--- config.mk ---
export PLATFORM = sky130hd
export DESIGN_NAME = frontend_top
export DESIGN_NICKNAME = d
export VERILOG_FILES = /design/src/source/iq_pkg.sv /design/src/source/frontend_pkg.sv /design/src/source/frontend_top.sv /design/src/source/inst_queue.sv /design/src/source/fetch_unit.sv /design/src/source/inst_rom.sv
export SDC_FILE = /design/constraint.sdc
export NUM_CORES = 1
export LEC_CHECK = 0
export BUFFER_PORTS_ARGS = -buffer_cell sky130_fd_sc_hd__buf_2
export CAP_MARGIN = 20
export CORE_MARGIN = 5
export CORE_UTILIZATION = 60
export DETAILED_ROUTE_END_ITERATION = 8
export GPL_ROUTABILITY_DRIVEN = 0
export PLACE_DENSITY_LB_ADDON = 0.3
export SYNTH_ARGS = -nofsm -noshare
export SYNTH_HDL_FRONTEND = slang
export SYNTH_SLANG_ARGS = --single-unit
--- constraint.sdc ---
create_clock -name clk -period 9.5 [get_ports clk]
set_input_delay 0.95 -clock clk [delete_from_list [all_inputs] [get_ports clk]]
set_output_delay 0.95 -clock clk [all_outputs]
set_load 0.03 [all_outputs]
--- src/program.hex ---
// one 32-bit instruction word per line, in hex
// line n holds the word at byte address 4*n
00100093
00200113
002081b3
40110233
0041f2b3
0051e333
005343b3
00439413
0013d493
00a00513
fff50513
fe051ee3
00b12023
00012583
00c58613
00d60693
00e68713
00f70793
01078813
01180893
01288913
01390993
01498a13
015a0a93
016a8b13
017b0b93
018b8c13
019c0c93
01ac8d13
01bd0d93
01cd8e13
0000006f

--- src/source/iq_pkg.sv ---
`default_nettype none

package iq_pkg;

    // how many offered entries sit in the wait registers
    typedef enum logic [1:0] {
        IQ_NORMAL = 2'b00,
        IQ_WAIT_1 = 2'b01,
        IQ_WAIT_2 = 2'b10
    } append_state_t;

endpackage

`default_nettype wire

--- src/source/frontend_pkg.sv ---
`default_nettype none

package frontend_pkg;

    // byte address of an instruction
    typedef logic [31:0] pc_t;

    // raw instruction word
    typedef logic [31:0] inst_t;

    // one queue entry with pc in the upper half
    typedef struct packed {
        pc_t   pc;
        inst_t inst;
    } fetch_entry_t;

    // first pc fetched out of reset
    localparam pc_t RESET_PC = 32'h0000_0000;

endpackage

`default_nettype wire
--- src/source/frontend_top.sv ---
`timescale 1ns/10ps
`default_nettype none

module frontend_top #(
    parameter int ROM_WORDS = 32,
    parameter int IQ_DEPTH  = 8
) (
    input  logic                       clk,
    input  logic                       arst_n,
    input  logic                       redirect,
    input  frontend_pkg::pc_t          redirect_pc,
    input  logic                       pop_1,
    input  logic                       pop_2,
    output frontend_pkg::fetch_entry_t entry_1,
    output frontend_pkg::fetch_entry_t entry_2,
    output logic                       ok_1,
    output logic                       ok_2,
    output logic                       stall
);

    frontend_pkg::pc_t          rom_addr_1;
    frontend_pkg::pc_t          rom_addr_2;
    frontend_pkg::inst_t        rom_inst_1;
    frontend_pkg::inst_t        rom_inst_2;
    logic                       w_ena_1;
    logic                       w_ena_2;
    frontend_pkg::fetch_entry_t w_data_1;
    frontend_pkg::fetch_entry_t w_data_2;

    inst_rom #(
        .ROM_WORDS (ROM_WORDS)
    ) inst_rom_inst (
        .clk    (clk),
        .addr_1 (rom_addr_1),
        .addr_2 (rom_addr_2),
        .inst_1 (rom_inst_1),
        .inst_2 (rom_inst_2)
    );

    fetch_unit #(
        .ROM_WORDS (ROM_WORDS)
    ) fetch_unit_inst (
        .clk         (clk),
        .arst_n      (arst_n),
        .stall       (stall),
        .redirect    (redirect),
        .redirect_pc (redirect_pc),
        .rom_addr_1  (rom_addr_1),
        .rom_addr_2  (rom_addr_2),
        .rom_inst_1  (rom_inst_1),
        .rom_inst_2  (rom_inst_2),
        .w_ena_1     (w_ena_1),
        .w_ena_2     (w_ena_2),
        .w_data_1    (w_data_1),
        .w_data_2    (w_data_2)
    );

    // redirect doubles as the queue flush
    inst_queue #(
        .IQ_DEPTH (IQ_DEPTH),
        .entry_t  (frontend_pkg::fetch_entry_t)
    ) inst_queue_inst (
        .clk      (clk),
        .arst_n   (arst_n),
        .flush    (redirect),
        .pop_1    (pop_1),
        .pop_2    (pop_2),
        .w_ena_1  (w_ena_1),
        .w_ena_2  (w_ena_2),
        .w_data_1 (w_data_1),
        .w_data_2 (w_data_2),
        .entry_1  (entry_1),
        .entry_2  (entry_2),
        .ok_1     (ok_1),
        .ok_2     (ok_2),
        .stall    (stall)
    );

endmodule

`default_nettype wire

--- src/source/inst_queue.sv ---
`timescale 1ns/10ps
`default_nettype none

module inst_queue #(
    parameter int  IQ_DEPTH = 8,
    parameter type entry_t  = frontend_pkg::fetch_entry_t
) (
    input  logic   clk,
    input  logic   arst_n,
    input  logic   flush,
    input  logic   pop_1,
    input  logic   pop_2,
    input  logic   w_ena_1,
    input  logic   w_ena_2,
    input  entry_t w_data_1,
    input  entry_t w_data_2,
    output entry_t entry_1,
    output entry_t entry_2,
    output logic   ok_1,
    output logic   ok_2,
    output logic   stall
);

    localparam int IDX = $clog2(IQ_DEPTH);

    typedef logic [IDX:0] ptr_t;

    entry_t mem [IQ_DEPTH];
    entry_t wait_1;
    entry_t wait_2;

    ptr_t w_ptr;
    ptr_t r_ptr;
    ptr_t w_ptr_p1;
    ptr_t r_ptr_p1;
    ptr_t count;
    logic full;
    logic empty;
    logic left_one;

    iq_pkg::append_state_t state;
    iq_pkg::append_state_t state_nxt;

    logic       wr_1;
    logic       wr_2;
    entry_t     wr_data_1;
    entry_t     wr_data_2;
    logic       load_w1;
    logic       load_w2;
    entry_t     w1_src;
    logic [1:0] w_adv;
    logic [1:0] r_adv;
    logic [1:0] offer_cnt;
    logic [1:0] parked_cnt;

    // full when the wrap bits differ and the indices match
    assign w_ptr_p1 = w_ptr + ptr_t'(1);
    assign r_ptr_p1 = r_ptr + ptr_t'(1);
    assign count    = w_ptr - r_ptr;
    assign empty    = (w_ptr == r_ptr);
    assign full     = (w_ptr[IDX] != r_ptr[IDX]) && (w_ptr[IDX-1:0] == r_ptr[IDX-1:0]);
    assign left_one = (w_ptr_p1[IDX] != r_ptr[IDX]) && (w_ptr_p1[IDX-1:0] == r_ptr[IDX-1:0]);

    assign entry_1 = mem[r_ptr[IDX-1:0]];
    assign entry_2 = mem[r_ptr_p1[IDX-1:0]];
    assign ok_1    = ~empty & ~flush;
    assign ok_2    = ~empty & (r_ptr_p1 != w_ptr) & ~flush;
    assign stall   = (state != iq_pkg::IQ_NORMAL);

    // space is judged before this cycle's pops
    always_comb begin
        state_nxt = state;
        wr_1      = 1'b0;
        wr_2      = 1'b0;
        wr_data_1 = w_data_1;
        wr_data_2 = w_data_2;
        load_w1   = 1'b0;
        load_w2   = 1'b0;
        w1_src    = w_data_1;
        if (!flush) begin
            case (state)
                iq_pkg::IQ_NORMAL: begin
                    if (w_ena_1) begin
                        if (full) begin
                            load_w1   = 1'b1;
                            load_w2   = w_ena_2;
                            state_nxt = w_ena_2 ? iq_pkg::IQ_WAIT_2 : iq_pkg::IQ_WAIT_1;
                        end else if (w_ena_2 && left_one) begin
                            wr_1      = 1'b1;
                            load_w1   = 1'b1;
                            w1_src    = w_data_2;
                            state_nxt = iq_pkg::IQ_WAIT_1;
                        end else begin
                            wr_1 = 1'b1;
                            wr_2 = w_ena_2;
                        end
                    end
                end
                iq_pkg::IQ_WAIT_1: begin
                    if (!full) begin
                        wr_1      = 1'b1;
                        wr_data_1 = wait_1;
                        state_nxt = iq_pkg::IQ_NORMAL;
                    end
                end
                iq_pkg::IQ_WAIT_2: begin
                    // with one slot free the older entry drains and the younger stays parked
                    if (left_one) begin
                        wr_1      = 1'b1;
                        wr_data_1 = wait_1;
                        load_w1   = 1'b1;
                        w1_src    = wait_2;
                        state_nxt = iq_pkg::IQ_WAIT_1;
                    end else if (!full) begin
                        wr_1      = 1'b1;
                        wr_2      = 1'b1;
                        wr_data_1 = wait_1;
                        wr_data_2 = wait_2;
                        state_nxt = iq_pkg::IQ_NORMAL;
                    end
                end
                default: begin
                    state_nxt = iq_pkg::IQ_NORMAL;
                end
            endcase
        end
    end

    assign w_adv = {1'b0, wr_1} + {1'b0, wr_2};

    always_comb begin
        if (pop_1 && pop_2 && ok_1 && ok_2) begin
            r_adv = 2'd2;
        end else if (pop_1 && !pop_2 && ok_1) begin
            r_adv = 2'd1;
        end else begin
            r_adv = 2'd0;
        end
    end

    always_ff @(posedge clk or negedge arst_n) begin
        if (!arst_n) begin
            w_ptr <= '0;
            r_ptr <= '0;
            state <= iq_pkg::IQ_NORMAL;
        end else if (flush) begin
            w_ptr <= '0;
            r_ptr <= '0;
            state <= iq_pkg::IQ_NORMAL;
        end else begin
            w_ptr <= w_ptr + ptr_t'(w_adv);
            r_ptr <= r_ptr + ptr_t'(r_adv);
            state <= state_nxt;
        end
    end

    always_ff @(posedge clk) begin
        if (wr_1) begin
            mem[w_ptr[IDX-1:0]] <= wr_data_1;
        end
        if (wr_2) begin
            mem[w_ptr_p1[IDX-1:0]] <= wr_data_2;
        end
        if (load_w1) begin
            wait_1 <= w1_src;
        end
        if (load_w2) begin
            wait_2 <= w_data_2;
        end
    end

    assign offer_cnt  = {1'b0, w_ena_1} + {1'b0, w_ena_1 & w_ena_2};
    assign parked_cnt = (state == iq_pkg::IQ_WAIT_2) ? 2'd2 :
                        (state == iq_pkg::IQ_WAIT_1) ? 2'd1 : 2'd0;

    a_occupancy: assert property (
        @(posedge clk) disable iff (!arst_n) count <= ptr_t'(IQ_DEPTH)
    );

    a_ptr_forward: assert property (
        @(posedge clk) disable iff (!arst_n)
        !flush |=> (ptr_t'(w_ptr - $past(w_ptr)) <= ptr_t'(2)) &&
                   (ptr_t'(r_ptr - $past(r_ptr)) <= ptr_t'(2))
    );

    // every offer taken in IQ_NORMAL is either written or parked
    a_no_drop: assert property (
        @(posedge clk) disable iff (!arst_n)
        (state == iq_pkg::IQ_NORMAL && !flush) |=>
            (ptr_t'(w_ptr - $past(w_ptr)) + ptr_t'(parked_cnt)) == ptr_t'($past(offer_cnt))
    );

endmodule

`default_nettype wire

--- src/source/fetch_unit.sv ---
`timescale 1ns/10ps
`default_nettype none

module fetch_unit #(
    parameter int ROM_WORDS = 32
) (
    input  logic                       clk,
    input  logic                       arst_n,
    input  logic                       stall,
    input  logic                       redirect,
    input  frontend_pkg::pc_t          redirect_pc,
    output frontend_pkg::pc_t          rom_addr_1,
    output frontend_pkg::pc_t          rom_addr_2,
    input  frontend_pkg::inst_t        rom_inst_1,
    input  frontend_pkg::inst_t        rom_inst_2,
    output logic                       w_ena_1,
    output logic                       w_ena_2,
    output frontend_pkg::fetch_entry_t w_data_1,
    output frontend_pkg::fetch_entry_t w_data_2
);

    localparam frontend_pkg::pc_t ROM_BYTES = frontend_pkg::pc_t'(ROM_WORDS * 4);

    frontend_pkg::pc_t pc;
    frontend_pkg::pc_t pc_plus_4;
    frontend_pkg::pc_t boundary;
    frontend_pkg::pc_t next_pc;

    assign pc_plus_4 = pc + 32'd4;

    // start of the next 8-byte packet wrapped to the rom image
    assign boundary = {pc[31:3], 3'b000} + 32'd8;
    assign next_pc  = boundary % ROM_BYTES;

    always_ff @(posedge clk or negedge arst_n) begin
        if (!arst_n) begin
            pc <= frontend_pkg::RESET_PC;
        end else if (redirect) begin
            pc <= {redirect_pc[31:2], 2'b00};
        end else if (!stall) begin
            pc <= next_pc;
        end
    end

    assign rom_addr_1 = pc;
    assign rom_addr_2 = pc_plus_4;

    // packet in the redirect cycle is stale, so it is not offered
    assign w_ena_1 = ~redirect;
    // odd word of a pair has no partner in this packet
    assign w_ena_2 = ~redirect & ~pc[2];

    assign w_data_1 = '{pc: pc, inst: rom_inst_1};
    assign w_data_2 = '{pc: pc_plus_4, inst: rom_inst_2};

    a_pc_aligned: assert property (
        @(posedge clk) disable iff (!arst_n) pc[1:0] == 2'b00
    );

    a_slot_order: assert property (
        @(posedge clk) disable iff (!arst_n) w_ena_2 |-> w_ena_1
    );

    // the held packet must be the one the queue sees once stall drops
    a_hold_on_stall: assert property (
        @(posedge clk) disable iff (!arst_n) (stall && !redirect) |=> $stable(pc)
    );

endmodule

`default_nettype wire

--- src/source/inst_rom.sv ---
`timescale 1ns/10ps
`default_nettype none

module inst_rom #(
    parameter int ROM_WORDS = 32
) (
    input  logic                clk,
    input  frontend_pkg::pc_t   addr_1,
    input  frontend_pkg::pc_t   addr_2,
    output frontend_pkg::inst_t inst_1,
    output frontend_pkg::inst_t inst_2
);

    localparam int IDX_W = $clog2(ROM_WORDS);

    frontend_pkg::inst_t mem [ROM_WORDS];

    logic [IDX_W-1:0] idx_1;
    logic [IDX_W-1:0] idx_2;

    initial begin
        $readmemh("/design/src/program.hex", mem);
    end

    // word index, wrapping at the image size
    assign idx_1 = IDX_W'((addr_1 >> 2) % ROM_WORDS);
    assign idx_2 = IDX_W'((addr_2 >> 2) % ROM_WORDS);

    assign inst_1 = mem[idx_1];
    assign inst_2 = mem[idx_2];

    // fetch must never hand out a byte or halfword address
    a_word_aligned: assert property (
        @(posedge clk) (addr_1[1:0] == 2'b00) && (addr_2[1:0] == 2'b00)
    );

endmodule

`default_nettype wire

==> results of run 1 <==
## final cells by class
type | count | area (sq um)
clock buffers | 47 | 1010
clock inverters | 19 | 169
fillers | 2399 | 11000
inverters | 15 | 56.3
multi-input cells | 1194 | 9170
flip-flops and latches | 340 | 10000
well taps | 442 | 553
repair buffers | 127 | 711
## through the flow
stage,utilization [%],cell area [sq um],hold WS [ns]
after floorplan,-,20200,0.509
after global placement,62.7,20500,0.519
after detailed placement,62.7,20500,0.526
after CTS,66.3,21700,0.539
after global routing,66.3,21700,0.563
final,66.3,21700,0.541
## worst max-delay path: cells and delay by family (launching register included)
family / cells / cell delay (ns)
buf+inv: 3 / 1.73
mux: 2 / 0.94
flops: 1 / 0.63
## sequential cells by signal, summed over array words and instances (netlist names)
signal / flops
fetch_unit_inst.rom_addr_1: 30
inst_queue_inst.mem: 240
inst_queue_inst.r_ptr: 4
inst_queue_inst.state: 2
inst_queue_inst.w_ptr: 4
inst_queue_inst.wait_1: 30
inst_queue_inst.wait_2: 30
## cell usage in the layout, fill, tap and decap left out, types with 18 or more instances in the layout
| cell type | synthesis | routed |
|---|---|---|
| a21oi_1 | 184 | 184 |
| a22o_4 | 19 | 19 |
| buf_2 | 34 | 97 |
| buf_4 | 76 | 30 |
| clkbuf_16 | 0 | 39 |
| conb_1 | 1 | 68 |
| dfrtp_1 | 40 | 37 |
| edfxtp_1 | 300 | 300 |
| mux2_2 | 62 | 62 |
| mux2i_1 | 18 | 18 |
| mux4_2 | 120 | 120 |
| nand2_1 | 156 | 156 |
| nand3_1 | 27 | 27 |
| nor2_1 | 214 | 212 |
| o21ai_0 | 103 | 97 |
| xnor2_1 | 28 | 28 |
## metal layers
layer,share of wire (%),GRT usage (%),up-vias,wire (um)
li1,-,-,6247,-
met1,37,41.0,6902,19900
met2,47,46.6,1042,25100
met3,12,5.12,146,6540
met4,3.5,8.94,0,1880
met5,0,0,-,0
## power groups by stage
stage | registers (uW) | clock network (uW) | logic, uW
2_1_floorplan | 1950 | 0 | 1240
3_3_place_gp | 2000 | 0 | 1550
3_5_place_dp | 2020 | 0 | 1590
4_1_cts | 1990 | 1420 | 1610
5_1_grt | 2010 | 1480 | 1730
6_report | 2000 | 1410 | 1610
## cells by family after synthesis
logic type      synth area share, %
simple gates                   10.6
compound gates                 12.1
flops                          50.1
buf+inv                        5.95
mux                            18.1
xor+xnor                       2.24
fa+ha+maj                     0.890
other cells                  0.0188
## path summary, 6_finish.rpt
| check | to | from |
|---|---|---|
| max | entry_1[63] | inst_queue_inst.r_ptr[0] |
| min | inst_queue_inst.wait_1[53] | inst_queue_inst.wait_2[53] |
| max reg2reg | inst_queue_inst.mem[0][40] | inst_queue_inst.w_ptr[0] |
| min reg2reg | inst_queue_inst.wait_1[53] | inst_queue_inst.wait_2[53] |
| max in group asynchronous | inst_queue_inst.r_ptr[0] | arst_n |
| min in group asynchronous | fetch_unit_inst.rom_addr_1[9] | arst_n |
==> results.yml, run 1 <==
worst_setup_path:
  end_kind: "output pin"
  worstPathRequired_ns: 8.55
  cp_slowest_cell: "buf_4"
  r2r_slack_ns: 5.44
  path_class: "reg -> out"
  cpMostUsedCell: "buf_4"
  worst_r2r_path_depth: 7
  crit_path_cell_trace: "buf_4 > buf_4 > mux4_2 > mux2_2 > buf_2"
  path_max_fanout: 54
  arrival_ns: 3.90
  crit_path_max_incr_delay_ns: 0.81
  crit_path_start_kind: "flop"
timing:
  relSlewSlack_pct: 25.6
  setup_tns_ns: 0
  skew_ns: 0.0202
  slew_viol_final: 0
  period_minus_slack_ns: 4.85
  setup_viol: 0
  finalHoldViolations: 0
  setup_ws_ns: 4.65
  timing.fmax_mhz: 206
  rsz0062_at_grt: "no"
  worst_slew_pin_slew_ns: 1.12
  fin_crit_sh_pct: 51.0
synth:
  yosys_warnings: 0
  synthesis.area_sq_um: 20000
  yosys.area.top_type: "edfxtp_1"
  syn_inst: 1693
  synth_common_cells: "edfxtp_1, nor2_1, a21oi_1"
  postSynthAreaPerCell_sq_um: 11.8
  synth_most_common_cell: "edfxtp_1"
  yosysUniqueCellTypes: 74
  synth_seq_area_share_pct: 50.1
  synthTopCellsByArea: "edfxtp_1, mux4_2, dfrtp_1"
  synth-edff-count: 300
  synth_top_area_share_pct: 45.1
  synth_seq_cells: 340
  yosys_most_used_dff: "edfxtp_1"
  async_reset_ff_share_pct: 11.8
floorplan:
  design.die.area_sq_um: 37000
  rows: 66
  ios: 168
  initial_core_util_pct: 61.0
  core_sq_um: 32700
  die_x_um: 192
  die_y_um: 192
place:
  port_buffers: 97
  hpwl_um: 32900
  dp.cells: 2118
  place_ws_ns: 5.15
detailed_routing:
  vias: 14337
  dr.pass1.iters: 7
  ant_nets: 0
  drc: 0
  drtIter0Drc: 1921
  routedWlPerCell_um: 24.4
  wl_um: 53400
  vias_per_cell: 6.56
layout:
  drive_gt1_share_pct: 24.1
  area_delta_synth_final_pct: 8.57
  nets: 1765
  diodes: 0
  finalNonFillerCells: 2184
power_and_ir_drop:
  swShare_pct: 34.0
  combinationalPowerShare_pct: 32.1
  pwr-share-clk_pct: 28.1
  p_int_uw: 3310
  total_power_uw: 5010
  power.leakage_uw: 0.00785
  netSwitchingPower_uw: 1700
  seqPwrFrac_pct: 39.8
  power.density_nw_per_um2: 231
  vdd_drop_max_v: 0.000103
global_routing:
  grt_first_pass_wirelength_um: 82600
  antenna_found_initial: 0
  grt_usage_pct: 29.0
  overflow: 0
  grt_max_degree: 63
  grt_pass1_vias: 14317
job:
  maxCapViolations: 0
clocking:
  cts_resized: 0
  cts_inserted_buffers: 37
  cts-root-buf: "clkbuf_16"
  cts_buffer_depth: 3
  postCtsSetupBuffers: 0
  cts_sinks: 340
  clk_latency_ns: 0.53
  path_clk_slew_ns: 0.06
  cts_tree: "yes"
  htreeDepth: 2
  postCtsHoldBufs: 0
hold_path:
  hold_class: "reg -> reg"
  min_path_cells: 2
status:
  status: "finished, final reports clean"
Power figures use the tool's default switching activity.
==> inputs of run 2 (changes only) <==
Settings changed: CORE_UTILIZATION 60 to 55.
Clock period 9.5 ns to 3.91 ns, I/O delays scaled along.
==> run 2 against run 1 <==
  * The run now ends with hold timing left
  * Worst hold slack got worse by 0.56 ns
  * Die area rose by 8.6%
  * Clock-buffer cell count rose by 3
  * Sequential power rose by 140%
  * Non-clock buffer count rose by 35
  * Routed wire length fell by 2.7%
  * Clock power rose by 130%
  * Utilization fell by 4.8 points
  * Sequential cell count did not move
  * Critical path type unchanged
==> results.yml, run 2 (synthesized netlist as in run 1, its figures left out) <==
detailed_routing:
  drtIter0Drc: 1901
  vias: 14139
  dr.pass1.iters: 6
  wl_um: 51900
  ant_nets: 0
  drc: 0
  vias_per_cell: 6.31
  routedWlPerCell_um: 23.2
layout:
  nets: 1800
  final_cell_mix: "edfxtp_1, nor2_1, a21oi_1"
  diodes: 0
  area_delta_synth_final_pct: 10.1
  fin_area_sq_um: 22000
  largest_reg_flops: 240
  nFillCells: 2790
  mostFrequentLayoutCell: "edfxtp_1"
  drive_gt1_share_pct: 25.7
  finalNonFillerCells: 2240
timing:
  whs_ns: -0.0185
  setup_ws_ns: 0.531
  relSlewSlack_pct: 34.9
  timing.fmax_mhz: 296
  skew_ns: 0.0309
  finalHoldViolations: 35
  period_minus_slack_ns: 3.38
  rsz0062_at_grt: "no"
  slew_viol_final: 0
  worst_slew_pin_slew_ns: 0.971
  setup_viol: 0
  fin_crit_sh_pct: 86.4
worst_setup_path:
  arrival_ns: 2.99
  path_class: "reg -> out"
  end_kind: "output pin"
  worstPathRequired_ns: 3.52
  path_max_fanout: 28
  crit_path_start_kind: "flop"
place:
  dpl-instance-area_sq_um: 20800
  port_buffers: 97
  place_ws_ns: 0.585
  hpwl_um: 34000
  dp.cells: 2172
power_and_ir_drop:
  power.density_nw_per_um2: 551
  power.leakage_uw: 0.00800
  total_power_uw: 12100
  p_int_uw: 7970
  combinationalPowerShare_pct: 33.0
  vdd_drop_max_v: 0.000346
  seqPwrFrac_pct: 39.7
  pwr-share-clk_pct: 27.3
  netSwitchingPower_uw: 4140
  swShare_pct: 34.2
clocking:
  cts_sinks: 340
  postCtsSetupBuffers: 0
  cts_inserted_buffers: 37
  clk_latency_ns: 0.54
  postCtsHoldBufs: 0
  cts_resized: 0
  cts_tree: "yes"
  path_clk_slew_ns: 0.06
  cts_buffer_depth: 3
  htreeDepth: 2
  cts-root-buf: "clkbuf_16"
hold_path:
  hold_class: "in -> async"
global_routing:
  grt_max_degree: 124
  grt_first_pass_wirelength_um: 81200
  antenna_found_initial: 0
  grt_usage_pct: 25.4
  overflow: 0
  grt_pass1_vias: 13720
floorplan:
  die_y_um: 201
  die_x_um: 201
  initial_core_util_pct: 55.9
  core_sq_um: 35700
  rows: 69
  ios: 168
  design.die.area_sq_um: 40200
status:
  violations: "hold timing"
  status: "complete, but fails checks"
job:
  maxCapViolations: 0
## run 2: critical path: stages (launching register included)
cell,delay [ns]
dfrtp_4,0.52
ha_4,0.55
buf_12,0.31
mux4_2,0.54
mux2_2,0.31
buf_2,0.19
## run 2: worst paths after layout
path                                       startpoint                        endpoint  slack [ns]  depth (start not counted)
setup / recovery             inst_queue_inst.r_ptr[0]                     entry_2[46]        0.53                          5
hold / removal                                 arst_n  fetch_unit_inst.rom_addr_1[20]       -0.02                          1
setup reg to reg             inst_queue_inst.w_ptr[1]      inst_queue_inst.mem[7][50]        0.55                          6
hold reg to reg            inst_queue_inst.wait_2[52]      inst_queue_inst.wait_1[52]        0.54                          2
max in group asynchronous                      arst_n        inst_queue_inst.r_ptr[0]        3.30                          1
min in group clk                      redirect_pc[23]  fetch_unit_inst.rom_addr_1[23]        0.07                          3
## run 2: layer usage
| metal | track usage, % | routed length, um |
|---|---|---|
| met3 | 3.99 | 5430 |
| met2 | 41.1 | 24900 |
| met5 | 0 | 0 |
| met1 | 36.9 | 20600 |
| met4 | 5.78 | 898 |
## run 2: cell type report
class	count	area, sq um	share of cell area (%)
sequential	340	10000	45.6
multi-input combinational	1194	9150	41.6
timing repair buffer	162	1050	4.77
clock buffer	50	1040	4.72
tap	461	577	2.62
clock inverter	18	103	0.467
inverter	15	56.3	0.256
## run 2: per-stage QoR
stage               utilization [%]  TNS [ns]
finish                         61.5         0
global route                   61.5         0
CTS                            61.5         0
detailed placement             58.3         0
global placement               58.3         0
floorplan                         -    -41.17
## run 2: power groups by stage
stage / clock (uW) / sequential [uW] / combinational, uW
floorplan: 0 / 4740 / 3030
global placement: 0 / 4840 / 3890
detailed placement: 0 / 4880 / 3980
CTS: 3330 / 4810 / 4000
global route: 3480 / 4850 / 4290
finish: 3310 / 4810 / 4000
